File: config.mk
export PLATFORM = sky130hd
export DESIGN_NAME = fpu_noncomp_top
export DESIGN_NICKNAME = d
export VERILOG_FILES = /design/src/logic/fpu_pkg.sv /design/src/logic/fpu_issue_if.sv /design/src/logic/fpu_exec_if.sv /design/src/logic/fpu_decode.sv /design/src/logic/fpu_noncomp_exec.sv /design/src/logic/fpu_result_pack.sv /design/src/logic/fpu_noncomp_top.sv
export VERILOG_INCLUDE_DIRS = /design/src /design/src/logic
export SDC_FILE = /design/constraint.sdc
export NUM_CORES = 1
export LEC_CHECK = 0
export BUFFER_PORTS_ARGS = -buffer_cell sky130_fd_sc_hd__buf_2
export CAP_MARGIN = 20
export CORE_ASPECT_RATIO = 0.7
export CORE_MARGIN = 1
export CORE_UTILIZATION = 53
export DETAILED_ROUTE_END_ITERATION = 8
export PLACE_DENSITY = 0.93
export SYNTH_ARGS = -nofsm -noshare
export SYNTH_HDL_FRONTEND = slang
export SYNTH_SLANG_ARGS = --single-unit
File: constraint.sdc
create_clock -name i_clk -period 9.4 [get_ports i_clk]
set_clock_uncertainty 0.15 [all_clocks]
set_input_delay 0 -clock i_clk [delete_from_list [all_inputs] [get_ports i_clk]]
set_output_delay 0 -clock i_clk [all_outputs]
set_load 0.1 [all_outputs]
File: src/logic/fpu_params.svh
`ifndef FPU_PARAMS_SVH
`define FPU_PARAMS_SVH

`define FPU_ALEN        64  // register width
`define FPU_FLEN        32  // single precision
`define FPU_TAG_W       6
`define FPU_PIPE_STAGES 2   // execute latency
`define FPU_OP_W        4

`define FPU_OP_FSGNJ  4'd0
`define FPU_OP_FSGNJN 4'd1
`define FPU_OP_FSGNJX 4'd2
`define FPU_OP_FMIN   4'd3
`define FPU_OP_FMAX   4'd4
`define FPU_OP_FEQ    4'd5
`define FPU_OP_FLT    4'd6
`define FPU_OP_FLE    4'd7
`define FPU_OP_FCLASS 4'd8

`define FPU_CANON_NAN 32'h7fc00000  // quiet, positive

`endif

File: src/logic/fpu_pkg.sv
`default_nettype none

`include "fpu_params.svh"

package fpu_pkg;

  // full register as held in the FP register file
  typedef logic [`FPU_ALEN-1:0] alen_t;

  // unboxed single value
  typedef logic [`FPU_FLEN-1:0] flen_t;

  // scheduler tag, returned with the result
  typedef logic [`FPU_TAG_W-1:0] tag_t;

  typedef logic [`FPU_OP_W-1:0] fpu_op_t;

  // {NV, DZ, OF, UF, NX}
  typedef logic [4:0] fflags_t;

  // one-hot FCLASS result, bit 0 is negative infinity
  typedef logic [9:0] class_mask_t;

endpackage

`default_nettype wire

File: src/logic/fpu_issue_if.sv
`default_nettype none

interface fpu_issue_if;
  import fpu_pkg::*;

  logic    valid;
  fpu_op_t op;
  flen_t   a;  // already unboxed
  flen_t   b;
  tag_t    tag;

  modport decode (
    output valid,
    output op,
    output a,
    output b,
    output tag
  );

  modport exec (
    input valid,
    input op,
    input a,
    input b,
    input tag
  );

endinterface

`default_nettype wire

File: src/logic/fpu_exec_if.sv
`default_nettype none

interface fpu_exec_if;
  import fpu_pkg::*;

  logic    valid;
  logic    is_fp;  // box on the way out
  flen_t   value;
  fflags_t fflags;
  tag_t    tag;

  modport exec (
    output valid,
    output is_fp,
    output value,
    output fflags,
    output tag
  );

  modport result (
    input valid,
    input is_fp,
    input value,
    input fflags,
    input tag
  );

endinterface

`default_nettype wire

File: src/logic/fpu_decode.sv
`default_nettype none

`include "fpu_params.svh"

module fpu_decode (
  input logic             i_valid,
  input fpu_pkg::fpu_op_t i_op,
  input fpu_pkg::tag_t    i_tag,
  input fpu_pkg::alen_t   i_rs1,
  input fpu_pkg::alen_t   i_rs2,

  fpu_issue_if.decode     o_issue
);
  import fpu_pkg::*;

  logic  w_op_ok;
  flen_t w_a;
  flen_t w_b;

  // operand is only a single if the upper half is all ones
  function automatic flen_t unbox(input alen_t v);
    if (&v[`FPU_ALEN-1:`FPU_FLEN]) begin
      return v[`FPU_FLEN-1:0];
    end
    return `FPU_CANON_NAN;
  endfunction

  always_comb begin
    case (i_op)
      `FPU_OP_FSGNJ,
      `FPU_OP_FSGNJN,
      `FPU_OP_FSGNJX : w_op_ok = 1'b1;
      `FPU_OP_FMIN,
      `FPU_OP_FMAX   : w_op_ok = 1'b1;
      `FPU_OP_FEQ,
      `FPU_OP_FLT,
      `FPU_OP_FLE    : w_op_ok = 1'b1;
      `FPU_OP_FCLASS : w_op_ok = 1'b1;
      default        : w_op_ok = 1'b0;  // no unit for it
    endcase
  end

  assign w_a = unbox(i_rs1);
  assign w_b = unbox(i_rs2);

  assign o_issue.valid = i_valid & w_op_ok;
  assign o_issue.op    = i_op;
  assign o_issue.a     = w_a;
  assign o_issue.b     = w_b;
  assign o_issue.tag   = i_tag;

endmodule

`default_nettype wire

File: src/logic/fpu_noncomp_exec.sv
`default_nettype none

`include "fpu_params.svh"

module fpu_noncomp_exec (
  input logic       i_clk,
  input logic       i_rst_n,

  fpu_issue_if.exec i_issue,
  fpu_exec_if.exec  o_exec
);
  import fpu_pkg::*;

  localparam int unsigned PIPE_STAGES = `FPU_PIPE_STAGES;

  flen_t       w_a;
  flen_t       w_b;
  class_mask_t w_a_class;
  class_mask_t w_b_class;
  logic        w_a_nan;
  logic        w_b_nan;
  logic        w_any_nan;
  logic        w_any_snan;
  logic        w_both_zero;
  logic        w_a_lt_tot;
  logic        w_lt;
  logic        w_eq;
  flen_t       w_minmax;

  logic        w_is_fp;
  logic        w_nv;
  flen_t       w_value;

  logic [PIPE_STAGES-1:0] r_valid;
  logic [PIPE_STAGES-1:0] r_is_fp;
  flen_t                  r_value  [PIPE_STAGES];
  fflags_t                r_fflags [PIPE_STAGES];
  tag_t                   r_tag    [PIPE_STAGES];

  function automatic class_mask_t classify(input flen_t v);
    logic [7:0]  exp;
    logic [22:0] man;
    class_mask_t mask;
    exp  = v[30:23];
    man  = v[22:0];
    mask = '0;
    if (exp == 8'hff && man != '0) begin
      mask[man[22] ? 9 : 8] = 1'b1;  // quiet bit picks qnan
    end else if (exp == 8'hff) begin
      mask[v[31] ? 0 : 7] = 1'b1;
    end else if (exp != '0) begin
      mask[v[31] ? 1 : 6] = 1'b1;
    end else if (man != '0) begin
      mask[v[31] ? 2 : 5] = 1'b1;
    end else begin
      mask[v[31] ? 3 : 4] = 1'b1;
    end
    return mask;
  endfunction

  assign w_a = i_issue.a;
  assign w_b = i_issue.b;

  assign w_a_class = classify(w_a);
  assign w_b_class = classify(w_b);

  assign w_a_nan     = w_a_class[8] | w_a_class[9];
  assign w_b_nan     = w_b_class[8] | w_b_class[9];
  assign w_any_nan   = w_a_nan | w_b_nan;
  assign w_any_snan  = w_a_class[8] | w_b_class[8];
  assign w_both_zero = (w_a_class[3] | w_a_class[4]) & (w_b_class[3] | w_b_class[4]);

  // sign-magnitude order, -0 sits below +0
  assign w_a_lt_tot = (w_a[31] != w_b[31]) ? w_a[31] :
                      w_a[31] ? (w_a[30:0] > w_b[30:0]) : (w_a[30:0] < w_b[30:0]);

  assign w_lt = w_a_lt_tot & ~w_both_zero;  // ieee ignores zero sign
  assign w_eq = (w_a == w_b) | w_both_zero;

  always_comb begin
    if (w_a_nan && w_b_nan) begin
      w_minmax = `FPU_CANON_NAN;
    end else if (w_a_nan) begin
      w_minmax = w_b;
    end else if (w_b_nan) begin
      w_minmax = w_a;
    end else if (i_issue.op == `FPU_OP_FMIN) begin
      w_minmax = w_a_lt_tot ? w_a : w_b;
    end else begin
      w_minmax = w_a_lt_tot ? w_b : w_a;
    end
  end

  always_comb begin
    w_is_fp = 1'b0;
    w_nv    = 1'b0;
    case (i_issue.op)
      `FPU_OP_FSGNJ : begin
        w_is_fp = 1'b1;
        w_value = {w_b[31], w_a[30:0]};
      end
      `FPU_OP_FSGNJN : begin
        w_is_fp = 1'b1;
        w_value = {~w_b[31], w_a[30:0]};
      end
      `FPU_OP_FSGNJX : begin
        w_is_fp = 1'b1;
        w_value = {w_a[31] ^ w_b[31], w_a[30:0]};
      end
      `FPU_OP_FMIN,
      `FPU_OP_FMAX : begin
        w_is_fp = 1'b1;
        w_nv    = w_any_snan;
        w_value = w_minmax;
      end
      `FPU_OP_FEQ : begin
        w_nv    = w_any_snan;  // quiet compare
        w_value = flen_t'(w_eq & ~w_any_nan);
      end
      `FPU_OP_FLT : begin
        w_nv    = w_any_nan;  // signaling compare
        w_value = flen_t'(w_lt & ~w_any_nan);
      end
      `FPU_OP_FLE : begin
        w_nv    = w_any_nan;
        w_value = flen_t'((w_lt | w_eq) & ~w_any_nan);
      end
      `FPU_OP_FCLASS : w_value = flen_t'(w_a_class);
      default        : w_value = '0;
    endcase
  end

  always_ff @(posedge i_clk) begin
    if (!i_rst_n) begin
      r_valid <= '0;
    end else begin
      r_valid[0] <= i_issue.valid;
      for (int i = 1; i < PIPE_STAGES; i++) begin
        r_valid[i] <= r_valid[i-1];
      end
    end
  end

  always_ff @(posedge i_clk) begin
    r_is_fp[0]  <= w_is_fp;
    r_value[0]  <= w_value;
    r_fflags[0] <= {w_nv, 4'b0000};  // DZ OF UF NX never raised here
    r_tag[0]    <= i_issue.tag;
    for (int i = 1; i < PIPE_STAGES; i++) begin
      r_is_fp[i]  <= r_is_fp[i-1];
      r_value[i]  <= r_value[i-1];
      r_fflags[i] <= r_fflags[i-1];
      r_tag[i]    <= r_tag[i-1];
    end
  end

  assign o_exec.valid  = r_valid[PIPE_STAGES-1];
  assign o_exec.is_fp  = r_is_fp[PIPE_STAGES-1];
  assign o_exec.value  = r_value[PIPE_STAGES-1];
  assign o_exec.fflags = r_fflags[PIPE_STAGES-1];
  assign o_exec.tag    = r_tag[PIPE_STAGES-1];

endmodule

`default_nettype wire

File: src/logic/fpu_result_pack.sv
`default_nettype none

`include "fpu_params.svh"

module fpu_result_pack (
  input  logic              i_clk,
  input  logic              i_rst_n,

  fpu_exec_if.result        i_exec,

  output logic              o_valid,
  output fpu_pkg::alen_t    o_result,
  output fpu_pkg::fflags_t  o_fflags,
  output fpu_pkg::tag_t     o_tag
);
  import fpu_pkg::*;

  alen_t w_boxed;

  // fp results get a nan-box, compare bit and class mask zero-extend
  assign w_boxed = {{(`FPU_ALEN-`FPU_FLEN){i_exec.is_fp}}, i_exec.value};

  always_ff @(posedge i_clk) begin
    if (!i_rst_n) begin
      o_valid  <= 1'b0;
      o_result <= '0;
      o_fflags <= '0;
      o_tag    <= '0;
    end else begin
      o_valid <= i_exec.valid;
      if (i_exec.valid) begin
        o_result <= w_boxed;
        o_fflags <= i_exec.fflags;
        o_tag    <= i_exec.tag;
      end else begin
        o_result <= '0;  // quiet bus when idle
        o_fflags <= '0;
        o_tag    <= '0;
      end
    end
  end

endmodule

`default_nettype wire

File: src/logic/fpu_noncomp_top.sv
`default_nettype none

module fpu_noncomp_top (
  input  logic             i_clk,
  input  logic             i_rst_n,

  input  logic             i_valid,
  input  fpu_pkg::fpu_op_t i_op,
  input  fpu_pkg::tag_t    i_tag,
  input  fpu_pkg::alen_t   i_rs1,
  input  fpu_pkg::alen_t   i_rs2,

  output logic             o_valid,
  output fpu_pkg::alen_t   o_result,
  output fpu_pkg::fflags_t o_fflags,
  output fpu_pkg::tag_t    o_tag
);

  fpu_issue_if issue_if ();
  fpu_exec_if  exec_if ();

  fpu_decode fpu_decode_i (
    .i_valid (i_valid ),
    .i_op    (i_op    ),
    .i_tag   (i_tag   ),
    .i_rs1   (i_rs1   ),
    .i_rs2   (i_rs2   ),
    .o_issue (issue_if)
  );

  fpu_noncomp_exec fpu_noncomp_exec_i (
    .i_clk   (i_clk   ),
    .i_rst_n (i_rst_n ),
    .i_issue (issue_if),
    .o_exec  (exec_if )
  );

  fpu_result_pack fpu_result_pack_i (
    .i_clk    (i_clk   ),
    .i_rst_n  (i_rst_n ),
    .i_exec   (exec_if ),
    .o_valid  (o_valid ),
    .o_result (o_result),
    .o_fflags (o_fflags),
    .o_tag    (o_tag   )
  );

endmodule

`default_nettype wire

Yosys cells after proc, flatten, opt, wreduce, memory -nomap -nowiden
Memory sizes are Yosys's and may differ from the RTL's. A register that Yosys moved wholly into a read port is not among the register bits.
Cells that the tools add are included.
Word-level totals
  memories kept: 4
  memory bits (read-only): 16
  bits in writable memories: 86
  output and inout bits: 76
  register bits after elaboration: 38
  word-level logic and storage cells: 143
Operators by class
  reduce and logical (&&, ||, !) cells: 28
  order comparisons: 22
  bitwise gates (word level): 18
  equal/unequal tests: 12
  multiplexer cells: 55
Memories
  fpu_noncomp_exec_i.r_value: depth 2, bits a word 32, rd ports 2, clocked after Yosys merged registers in 1, wr ports 2, RTL line fpu_noncomp_exec.sv:36  | flen_t r_value [PIPE_STAGES];
  (name not given): depth 16, bits a word 1, rd ports 1, clocked after Yosys merged registers in 0, wr ports 0, RTL line fpu_decode.sv:29  | case (i_op)
  fpu_noncomp_exec_i.r_tag: depth 2, bits a word 6, rd ports 2, clocked after Yosys merged registers in 1, wr ports 2, RTL line fpu_noncomp_exec.sv:38  | tag_t r_tag [PIPE_STAGES];
  fpu_noncomp_exec_i.r_fflags: depth 2, bits a word 5, rd ports 2, clocked after Yosys merged registers in 1, wr ports 2, RTL line fpu_noncomp_exec.sv:37  | fflags_t r_fflags [PIPE_STAGES];
Operators with widths (count)
  $ge 32x1->1 const B: 10
  $lt 32x6->1 const B: 10
  $mux 32: 10
  $pmux 32 s8: 1
  $mux 10: 8
  $and 1x32->32: 2
  $reduce_and 32->1: 2
  $reduce_bool 23->1: 2
  $demux 1 s4: 10
  $and 32x32->32: 1
  $eq 32x32->1: 1
  $not 1->32: 1
  $gt 31x31->1: 1
  $lt 31x31->1: 1
  $mux 3: 8
  $mux 1: 17
  $eq 4x3->1 const B: 4
  $eq 8x8->1 const B: 2
  $reduce_bool 8->1: 2
  $logic_and 1x1->1: 13
  $eq 4x2->1 const B: 2
  $or 1x1->1: 8
  $reduce_or 5->1: 1
  $eq 4x1->1 const B: 1
  11 further kinds: 17

Longest topological paths before layout
Gate-level depths: netlist of run 1.
  word-level depth: 19
  mapped depth: 21
  mapped depth without buffers: 18

Modules after synthesis
From an unflattened synthesis of run 1, not the netlist that was laid out.
Second synthesis, totals
  cells, all modules: 673
  area total of the unflattened synthesis: 6140.9 um^2
By module, submodules not included
  fpu_noncomp_exec: cells each 390, area each 3749.8 um^2, instances 1, seq. area each 1641.6 um^2
  fpu_result_pack: cells each 129, area each 1497.7 um^2, instances 1, seq. area each 900.9 um^2
  fpu_decode: cells each 154, area each 893.4 um^2, instances 1, seq. area each 0.0 um^2

Worst setup path after synthesis of run 1
No wires, ideal clock.
  path type: input -> register
  start point: input i_rs2[44]
  end point: memory fpu_noncomp_exec_i.r_value[0][12] (netlist name)
  cell stages on the path: 21
  data required time: 9133 ps
  buffers on the path: 5
  setup slack: 5118 ps
  arrival: 4015 ps
  cells stage by stage: nand4_1 > nor4_2 > buf_4 > and2_1 > buf_4 > clkbuf_1 > nand2_1 > ha_1 > a21oi_1 > o21ai_0 > o21ai_0 > o21bai_1 > o311a_1 > o211ai_2 > mux2i_2 > nor3b_2 > nor4_2 > or2_1 > buf_6 > buf_6 > a22o_1
RTL lines
  start: declaration: RTL line fpu_noncomp_top.sv:11  | input fpu_pkg::alen_t i_rs2,
  end: declaration: RTL line fpu_noncomp_exec.sv:36

==> results of run 1 <==
==> final cells by class <==
cell class,count,area share
repair buffers,285,0.2308
well taps,128,0.02070
inverters,18,0.008732
flip-flops and latches,123,0.3182
clock buffers,19,0.05854
clock inverters,13,0.02749
multi-input cells,392,0.3355
==> cells in the mapped netlist, types with 3 or more instances <==
master    instances
nor4_2            6
a31oi_1           5
ha_1             24
dfxtp_1         123
a211oi_1          6
nor3_1           10
buf_4            41
nand3_1          20
a21o_1            8
clkbuf_1         15
o22ai_1           3
o21ai_0          24
nand2_1          47
xor2_1            5
a22o_1           12
and3_1           58
xnor2_1           4
o32ai_1           4
nor2_1           39
inv_1            17
nor4_1           15
a21oi_1           9
and2_1            5
nand4_1          27
buf_6             3
a32oi_1           3
nand2b_1          4
a221o_1           5
==> stage by stage <==
stage	instance area, sq um	worst slack (ps)
global placement	6370	3616
floorplan	5538	5118
finish	7737	3281
global route	7737	2864
CTS	7737	3508
detailed placement	6381	3661
==> worst min-delay path by stage <==
| stage | cells after the start | slack [ps] | start | end |
|---|---|---|---|---|
| after detailed placement | 1 | -40 | i_tag[4] | fpu_noncomp_exec_i.r_tag[0][4] |
| after global placement | 1 | -40 | i_tag[1] | fpu_noncomp_exec_i.r_tag[0][1] |
| final | 3 | 50 | i_rs1[22] | fpu_noncomp_exec_i.r_value[0][22] |
| after global routing | 4 | 50 | i_op[3] | fpu_noncomp_exec_i.r_value[0][22] |
| after floorplan | 0 | -120 | i_tag[0] | fpu_noncomp_exec_i.r_tag[0][0] |
| after CTS | 3 | 10 | i_rs1[22] | fpu_noncomp_exec_i.r_value[0][22] |
==> critical path: stages <==
cell	delay (ps)
buf_2	70
nand4_1	100
nor4_2	910
and2_1	790
nand2b_1	350
inv_1	150
ha_1	160
nand2_1	70
nor2_1	160
nand3_1	100
nor4b_1	570
o21ai_0	280
o211ai_2	140
mux2i_2	390
nor3b_2	360
nor4_2	110
or2_1	520
a221o_1	450
dlygate4sd3_1	550
==> per-layer routing <==
metal | vias to the layer above | global-route usage | routed length, microns
li1 | 2626 | - | -
met1 | 2783 | 0.4773 | 7913
met3 | 144 | 0.1283 | 2664
met4 | 0 | 0.2554 | 1345
met2 | 584 | 0.6755 | 10210
met5 | - | 0 | 0
==> kinds of logic (layout without fill, tap and decap cells) <==
logic type      Yosys count  after routing  synth area share
buf+inv                  80            335           0.08671
other cells               1              4         0.0006785
flops                   123            123            0.4456
simple gates            244            244            0.2452
compound gates          106            106            0.1426
mux                       5              5           0.01064
fa+ha+maj                24             24           0.05434
xor+xnor                  9              9           0.01426
==> flip-flops by register name, indices dropped and copies added, names as in the netlist <==
register	flops
fpu_result_pack_i.o_fflags	1
fpu_noncomp_exec_i.r_tag	12
fpu_noncomp_exec_i.r_valid	2
fpu_noncomp_exec_i.r_value	64
fpu_result_pack_i.o_valid	1
fpu_result_pack_i.o_tag	6
fpu_noncomp_exec_i.r_fflags	2
fpu_result_pack_i.o_result	33
fpu_noncomp_exec_i.r_is_fp	2
==> placed cells by master, fill, tap and decap left out, types with 5 or more instances in the layout <==
cell           count
dlygate4sd3_1     69
nand3_1           20
o21ai_0           24
clkbuf_16         17
nand2_1           47
a22o_1            12
inv_1             17
a221o_1            5
xor2_1             5
nand4_1           27
nor2_1            39
nor3_1            10
a21oi_1            9
and2_1             5
nor4_2             6
and3_1            58
a211oi_1           6
buf_2            212
nor4_1            15
a31oi_1            5
dfxtp_1          123
bufinv_16          5
a21o_1             8
ha_1              24
==> where the power goes <==
| group | total (mW) | switching (mW) | internal (mW) |
|---|---|---|---|
| Sequential | 0.540 | 0.00583 | 0.534 |
| Combinational | 0.110 | 0.0656 | 0.0447 |
| Clock | 0.749 | 0.263 | 0.487 |
==> impl_metrics.csv, run 1 <==
group,metric,value,unit
run_status,status,"completed",
logic_synthesis,synth_top_area_share,0.4456,
clock_tree,clockBufferDepth,2,
global_routing,grt_pass1_wl,32780,microns
logic_synthesis,synth_top_area_cell,"dfxtp_1",
final_layout,num-fill-cells,598,
final_layout,syn2layout_area_growth,40.00,%
routing,vias_per_cell,6.275,
global_routing,grt_pass1_vias,5937,
placed_design,dp_cells,877,
routing,route.detailed.drc,0,
hold_path,hold_path_class,"input port to flip-flop",
routing,detail-route-antenna-nets,0,
routing,drt_iter0_markers,728,
logic_synthesis,synth-edff-count,0,
die,die_h,87.44,microns
critical_path,crit_type,"input port to flip-flop",
die,initial_core_util,0.5577,
power,p_per_area,180.9,nW/um^2
final_layout,fin_util,0.7808,
logic_synthesis,synthCells,592,
global_routing,grt_max_degree,44,
logic_synthesis,synth_area,5527,sq um
critical_path,arrival,6270,ps
critical_path,critPathMaxFanout,21,
final_layout,fin_cells,978,
sta,post-route-period-util,0.6510,
logic_synthesis,ys_warn_count,0,
final_layout,layout.area.seq,2462,sq um
logic_synthesis,synthTopCellsByArea,"dfxtp_1 45%, and3_1 6.6%, buf_4 5.6%",
global_routing,overflow,0,
critical_path,rrSetupSlack,7760,ps
critical_path,rr_startpoint,"fpu_noncomp_exec_i.r_valid[1]",
routing,firstDrtPassIters,6,
logic_synthesis,seq_area_frac_synth,0.4456,
clock_tree,cts_buffers,17,
job,maxCapViolations,0,
final_layout,nNetsFinal,1002,
routing,wire_per_inst,22.63,microns
power,power,1.399,mW
power,p_leak,3.830,nW
critical_path,crit_path_end_kind,"flip-flop",
die,dieArea,10850,sq um
clock_tree,cts-resized-gates,0,
critical_path,crit_start,"i_rs2[44]",
die,core,9910,sq um
routing,wl,22140,microns
die,rows,30,
critical_path,r2r_end,"fpu_result_pack_i.o_result[20]",
logic_synthesis,synth_top_flop_cell,"dfxtp_1",
critical_path,required,9550,ps
sta,setup_viol,0,
logic_synthesis,synth_cell_type_count,67,
power,ir_worst_vdd,0.1309,mV
clock_tree,cts-root-buf,"clkbuf_16",
clock_tree,cts_sinks,123,
clock_tree,clock_latency,420,ps
critical_path,r2r_cells,1,
sta,finalHoldViolCount,0,
clock_tree,cts.clk_slew.worst_paths,60,ps
final_layout,diodes,0,
placed_design,hpwl,13390,microns
die,io_pins,217,
die,fp.dieW,124.1,microns
routing,via_count,6137,
logic_synthesis,ys_ff_latch,123,
clock_tree,cts_tree,"built",
sta,whs,46.52,ps
sta,rsz0062_at_grt,"false",
sta,worstMarginPinSlew,1117,ps
global_routing,grt_util_all_layers,0.4151,
placed_design,port_buffers,212,
critical_path,cp-endpoint,"fpu_noncomp_exec_i.r_value[0][3]",
critical_path,startpoint_type,"input port",
final_layout,multiInputGateArea,2596,sq um
clock_tree,hold_buffers,69,
sta,fin_setup_tns,0,ps
sta,layout_min_cycle_time,6119,ps
sta,drv_slew,0,
final_layout,drive_gt1_frac,0.3153,
sta,relSlewSlack,0.2542,
placed_design,gp_congestion,0.9310,
logic_synthesis,syn_area_per_cell,9.335,sq um
global_routing,grt_antenna_before_repair,0,
logic_synthesis,synthArstFlopShare,0,
clock_tree,postCtsSetupBuffers,0,
clock_tree,htreeDepth,4,
sta,timing.fmax,0.1634,GHz
No activity file was read; power rests on OpenSTA's default activity.
==> inputs of run 2 (changes only) <==
--- a/config.mk
+++ b/config.mk
@@ -10,9 +10,9 @@
 export CAP_MARGIN = 20
 export CORE_ASPECT_RATIO = 0.7
 export CORE_MARGIN = 1
-export CORE_UTILIZATION = 53
+export CORE_UTILIZATION = 44
 export DETAILED_ROUTE_END_ITERATION = 8
-export PLACE_DENSITY = 0.93
+export PLACE_DENSITY = 0.83
 export SYNTH_ARGS = -nofsm -noshare
 export SYNTH_HDL_FRONTEND = slang
 export SYNTH_SLANG_ARGS = --single-unit
==> constraint.sdc (replaced) <==
create_clock -name i_clk -period 5.1 [get_ports i_clk]
set_clock_uncertainty 0.15 [all_clocks]
set_input_delay 0 -clock i_clk [delete_from_list [all_inputs] [get_ports i_clk]]
set_output_delay 0 -clock i_clk [all_outputs]
set_load 0.1 [all_outputs]
==> run 2 against run 1 <==
  * Via count down 8.5%
  * Die area up 20%
  * Flip-flop and latch count unchanged
  * Combinational power up 81%
  * First-iteration DRC count down 23%
  * Wire length down 23%
  * Critical path type unchanged
  * Largest cell class unchanged
  * Largest power group unchanged
==> impl_metrics.csv, run 2 (synthesized netlist as in run 1, its figures left out) <==
group,metric,value,unit
critical_path,critPathMaxFanout,23,
critical_path,arrival,4930,ps
clock_tree,clock_latency,390,ps
clock_tree,cts_buffers,17,
final_layout,layout.area.seq,2462,sq um
die,dieArea,13020,sq um
final_layout,final_cell_area,7766,sq um
critical_path,crit_type,"input port to flip-flop",
die,fp.dieW,136.0,microns
hold_path,hold_path_class,"input port to flip-flop",
sta,timing.fmax,0.2078,GHz
routing,wl,17060,microns
placed_design,dpl_worst_slack,200.9,ps
final_layout,syn2layout_area_growth,40.53,%
sta,finalHoldViolCount,0,
sta,whs,33.20,ps
routing,via_count,5615,
critical_path,crit_path_end_kind,"flip-flop",
sta,worstMarginPinSlew,1125,ps
clock_tree,cts_sinks,123,
placed_design,port_buffers,212,
final_layout,final_common_cell,"buf_2",
sta,fin_setup_tns,0,ps
final_layout,multiInputGateArea,2621,sq um
run_status,status,"completed",
final_layout,num-fill-cells,964,
routing,detail-route-antenna-nets,0,
routing,vias_per_cell,5.521,
final_layout,largest_reg_flops,64,
final_layout,reg_top3,"fpu_noncomp_exec_i.r_value x64, fpu_result_pack_i.o_result x33, fpu_noncomp_exec_i.r_tag x12",
global_routing,grt_pass1_wl,26330,microns
placed_design,placed_area,6479,sq um
sta,setup_viol,0,
clock_tree,cts.clk_slew.worst_paths,50,ps
sta,layout_min_cycle_time,4812,ps
clock_tree,htreeDepth,4,
power,ir_worst_vdd,0.3913,mV
final_layout,drive_gt1_frac,0.3190,
die,core,11970,sq um
routing,firstDrtPassIters,5,
final_layout,nNetsFinal,1013,
clock_tree,cts_tree,"built",
sta,drv_slew,0,
global_routing,grt_antenna_before_repair,0,
clock_tree,clockBufferDepth,2,
global_routing,grt_pass1_vias,5198,
sta,relSlewSlack,0.2472,
die,initial_core_util,0.4615,
routing,drt_iter0_markers,557,
die,io_pins,217,
clock_tree,cts-root-buf,"clkbuf_16",
power,p_per_area,283.8,nW/um^2
placed_design,gp_congestion,0.9622,
die,die_h,95.77,microns
job,maxCapViolations,0,
critical_path,startpoint_type,"input port",
sta,post-route-period-util,0.9435,
power,p_leak,3.829,nW
routing,route.detailed.drc,0,
global_routing,grt_util_all_layers,0.2668,
critical_path,required,5220,ps
final_layout,final_cell_mix,"212 x buf_2, 123 x dfxtp_1, 72 x dlygate4sd3_1",
sta,rsz0062_at_grt,"false",
sta,fin_ws,288.1,ps
global_routing,grt_max_degree,44,
routing,wire_per_inst,16.78,microns
global_routing,overflow,0,
die,rows,33,
final_layout,fin_util,0.6486,
final_layout,regMostFlops,"fpu_noncomp_exec_i.r_value",
placed_design,hpwl,12360,microns
## run 2: area by class of cell
| type | instances | area share |
|---|---|---|
| diodes | 1 | 0.0003222 |
| repair buffers | 296 | 0.2452 |
| well taps | 157 | 0.02529 |
| clock inverters | 8 | 0.006122 |
| clock buffers | 22 | 0.05977 |
| flip-flops and latches | 123 | 0.3171 |
| inverters | 18 | 0.008700 |
| multi-input cells | 392 | 0.3375 |
## run 2: worst max-delay path: stages
cell and delay (ps):
buf_2 100, nand4_1 90, nor4_2 380, buf_12 210, nand2_1 60, buf_4 200, nor2_1 140, inv_1 80
ha_1 280, nand4_1 110, nor2_1 260, o21ai_0 170, o21bai_1 180, o311a_1 370, o211ai_2 110, mux2i_4 340
nor3b_2 380, nor4_2 120, or2_4 400, a221o_1 370, dlygate4sd3_1 550
## run 2: per-layer routing
| metal | share of wire | up-vias | global-route usage |
|---|---|---|---|
| li1 | - | 2643 | - |
| met1 | 0.41 | 2521 | 0.3357 |
| met2 | 0.46 | 420 | 0.4490 |
| met3 | 0.11 | 31 | 0.06477 |
| met4 | 0.020 | 0 | 0.09259 |
| met5 | 0 | - | 0 |
## run 2: power by group
part / total [mW] / switching [mW] / internal (mW)
Clock: 1.01 / 0.379 / 0.635
Sequential: 0.992 / 0.00624 / 0.986
Combinational: 0.199 / 0.114 / 0.0849
## run 2: path summary, 6_finish.rpt
kind / from / end / slack (ps) / depth (start not counted)
hold reg to reg: fpu_noncomp_exec_i.r_value[0][13] / fpu_noncomp_exec_i.r_value[1][13] / 170 / 0
setup reg to reg: fpu_noncomp_exec_i.r_valid[1] / fpu_result_pack_i.o_tag[4] / 3930 / 2
setup / recovery: i_rs1[41] / fpu_noncomp_exec_i.r_value[0][3] / 290 / 21
hold / removal: i_rs2[2] / fpu_noncomp_exec_i.r_value[0][2] / 30 / 4
## run 2: metrics by stage
step	instances	power, mW
after detailed placement	913	1.170
final	1017	2.204
after CTS	1015	2.215
after floorplan	595	1.083
after global routing	1016	2.283
after global placement	913	1.171
## run 2: what timing repair did
item / 4_1_cts / 5_1_grt
hold buffers: 72 / 0
setup endpoints to repair: 0 / 20
gates resized for setup: 0 / 7
setup buffers: 0 / 0
hold endpoints to repair: 40 / 0
==> inputs of run 3 (changes only) <==
--- a/config.mk
+++ b/config.mk
@@ -6,7 +6,7 @@
 export SDC_FILE = /design/constraint.sdc
 export NUM_CORES = 1
 export LEC_CHECK = 0
-export BUFFER_PORTS_ARGS = -buffer_cell sky130_fd_sc_hd__buf_2
+export BUFFER_PORTS_ARGS = -buffer_cell sky130_fd_sc_hd__clkbuf_2
 export CAP_MARGIN = 20
 export CORE_ASPECT_RATIO = 0.7
 export CORE_MARGIN = 1
==> run 3 against run 2 <==
  * Sequential share of layout area down 0.36 points
  * Sequential power about the same
  * Global-route usage up 0.79 points
  * Die area unchanged
==> impl_metrics.csv, run 3 (synthesized netlist as in run 1, its figures left out) <==
group,metric,value,unit
die,io_pins,217,
sta,drv_slew,0,
clock_tree,cts-root-buf,"clkbuf_16",
die,fp.dieW,136.0,microns
die,initial_core_util,0.4615,
sta,layout_min_cycle_time,4911,ps
final_layout,final_common_cell,"clkbuf_2",
hold_path,min_to,"fpu_noncomp_exec_i.r_value[0][2]",
routing,via_count,5705,
sta,post-route-period-util,0.9629,
placed_design,gp_congestion,0.9641,
final_layout,num-fill-cells,920,
clock_tree,cts_buffers,17,
critical_path,crit_type,"input port to flip-flop",
critical_path,critPathMaxFanout,22,
critical_path,critPathBufInv,4,
job,maxCapViolations,0,
hold_path,holdPathStages,4,
power,p_leak,3.848,nW
critical_path,rrSetupSlack,3970,ps
die,rows,33,
placed_design,dpl_worst_slack,180.6,ps
placed_design,hpwl,12520,microns
final_layout,syn2layout_area_growth,42.13,%
critical_path,cp_cell_sequence,"clkbuf_2, nand4_1, nor4_2, buf_4, buf_4, and2_1, nand2b_1, ha_1, nand2_1, nor2_1, o21ai_0, o21bai_1, o311a_1, o211ai_2, mux2i_4, nor3b_4, nor4_2, or2_2, a221o_1, dlygate4sd3_1",
critical_path,rr_startpoint,"fpu_noncomp_exec_i.r_valid[1]",
critical_path,slowest_stage,"dlygate4sd3_1",
global_routing,grt_pass1_wl,27050,microns
global_routing,overflow,0,
sta,fin_ws,189.0,ps
sta,setup_viol,0,
sta,timing.fmax,0.2036,GHz
critical_path,arrival,5040,ps
power,ir_worst_vdd,0.3076,mV
final_layout,multiInputGateArea,2621,sq um
routing,detail-route-antenna-nets,0,
die,die_h,95.77,microns
hold_path,min_from,"i_rs2[2]",
clock_tree,cts_tree,"built",
critical_path,crit_family,"simple AND/OR/NAND/NOR gates",
sta,fin_setup_tns,0,ps
sta,whs,47.29,ps
critical_path,crit_path_end_kind,"flip-flop",
critical_path,r2r_end,"fpu_result_pack_i.o_tag[4]",
clock_tree,clockBufferDepth,2,
clock_tree,clock_latency,400,ps
final_layout,reg_top3,"fpu_noncomp_exec_i.r_value x64, fpu_result_pack_i.o_result x33, fpu_noncomp_exec_i.r_tag x12",
clock_tree,cts_sinks,123,
global_routing,grt_pass1_vias,5374,
sta,finalHoldViolCount,0,
final_layout,largest_reg_flops,64,
clock_tree,htreeDepth,4,
critical_path,max_stage_delay,560,ps
global_routing,grt_util_all_layers,0.2747,
final_layout,nNetsFinal,1014,
final_layout,layout.area.seq,2462,sq um
hold_path,hold_path_class,"input port to flip-flop",
final_layout,fin_util,0.6560,
die,dieArea,13020,sq um
global_routing,grt_max_degree,44,
critical_path,required,5230,ps
routing,vias_per_cell,5.604,
die,core,11970,sq um
critical_path,r2r_cells,2,
routing,wl,17770,microns
final_layout,drive_gt1_frac,0.3240,
routing,firstDrtPassIters,5,
final_layout,final_cell_mix,"212 x clkbuf_2, 123 x dfxtp_1, 72 x dlygate4sd3_1",
clock_tree,cts.clk_slew.worst_paths,60,ps
final_layout,regMostFlops,"fpu_noncomp_exec_i.r_value",
sta,relSlewSlack,0.4482,
power,p_per_area,304.9,nW/um^2
global_routing,grt_antenna_before_repair,1,
critical_path,startpoint_type,"input port",
routing,route.detailed.drc,0,
sta,rsz0062_at_grt,"false",
routing,drt_iter0_markers,528,
critical_path,cp.depth,20,
routing,wire_per_inst,17.46,microns
sta,worstMarginPinSlew,819.0,ps
run_status,status,"completed",
final_layout,diodes,0,
placed_design,port_buffers,212,
==> run 3: cell count changes in the layout (fill, tap and decap cells not counted), moves of 3 or more <==
cell	previous run	this run
clkinv_4	0	5
buf_2	212	0
clkbuf_1	3	0
clkbuf_2	0	212
bufinv_16	0	3
clkinv_2	5	2
==> run 3: layout make-up <==
cell class                      instances  share of cell area
Clock buffer                           18             0.05591
Clock inverter                         13             0.02150
Inverter                               18            0.008601
Multi-Input combinational cell        392              0.3337
Sequential cell                       123              0.3135
Tap cell                              157             0.02501
Timing Repair Buffer                  297              0.2418
==> run 3: what timing repair did <==
| item | CTS | global route |
|---|---|---|
| endpoints found under the hold margin | 39 | 0 |
| hold buffers | 72 | 0 |
| gates resized for setup | 0 | 6 |
| buffers inserted | 0 | 0 |
| setup endpoints to repair | 0 | 21 |
==> run 3: how the worst max path moves through the flow <==
stage	start	to
CTS	i_rs1[42]	fpu_noncomp_exec_i.r_value[0][3]
detailed placement	i_rs1[42]	fpu_noncomp_exec_i.r_value[0][3]
finish	i_rs1[42]	fpu_noncomp_exec_i.r_value[0][6]
global placement	i_rs1[42]	fpu_noncomp_exec_i.r_value[0][9]
global route	i_rs1[42]	fpu_noncomp_exec_i.r_value[0][7]
floorplan	i_rs2[44]	fpu_noncomp_exec_i.r_value[0][12]
==> run 3: report_power, final <==
group	switching, mW	total [mW]	internal [mW]
logic	0.115	0.200	0.0841
clock network	0.422	1.20	0.783
registers	0.00632	0.991	0.985
total	0.544	2.40	1.85
==> run 3: metrics by stage <==
step / power (mW) / instance area (sq um) / instances
6_report: 2.395 / 7855 / 1018
5_1_grt: 2.469 / 7855 / 1018
4_1_cts: 2.402 / 7795 / 1016
3_5_place_dp: 1.171 / 6466 / 913
3_3_place_gp: 1.171 / 6466 / 913
2_1_floorplan: 1.083 / 5538 / 595
==> run 3: worst register-to-register path, stage by stage (launching register included) <==
cell     delay (ps)
dfxtp_1         530
buf_16          210
and3_1          180
==> run 3: layer usage <==
layer,global-route usage,share of wire,vias to the layer above
li1,-,-,2653
met1,0.3309,0.40,2543
met2,0.4562,0.45,426
met3,0.07109,0.11,81
met4,0.1417,0.041,2
met5,0,0.00073,-
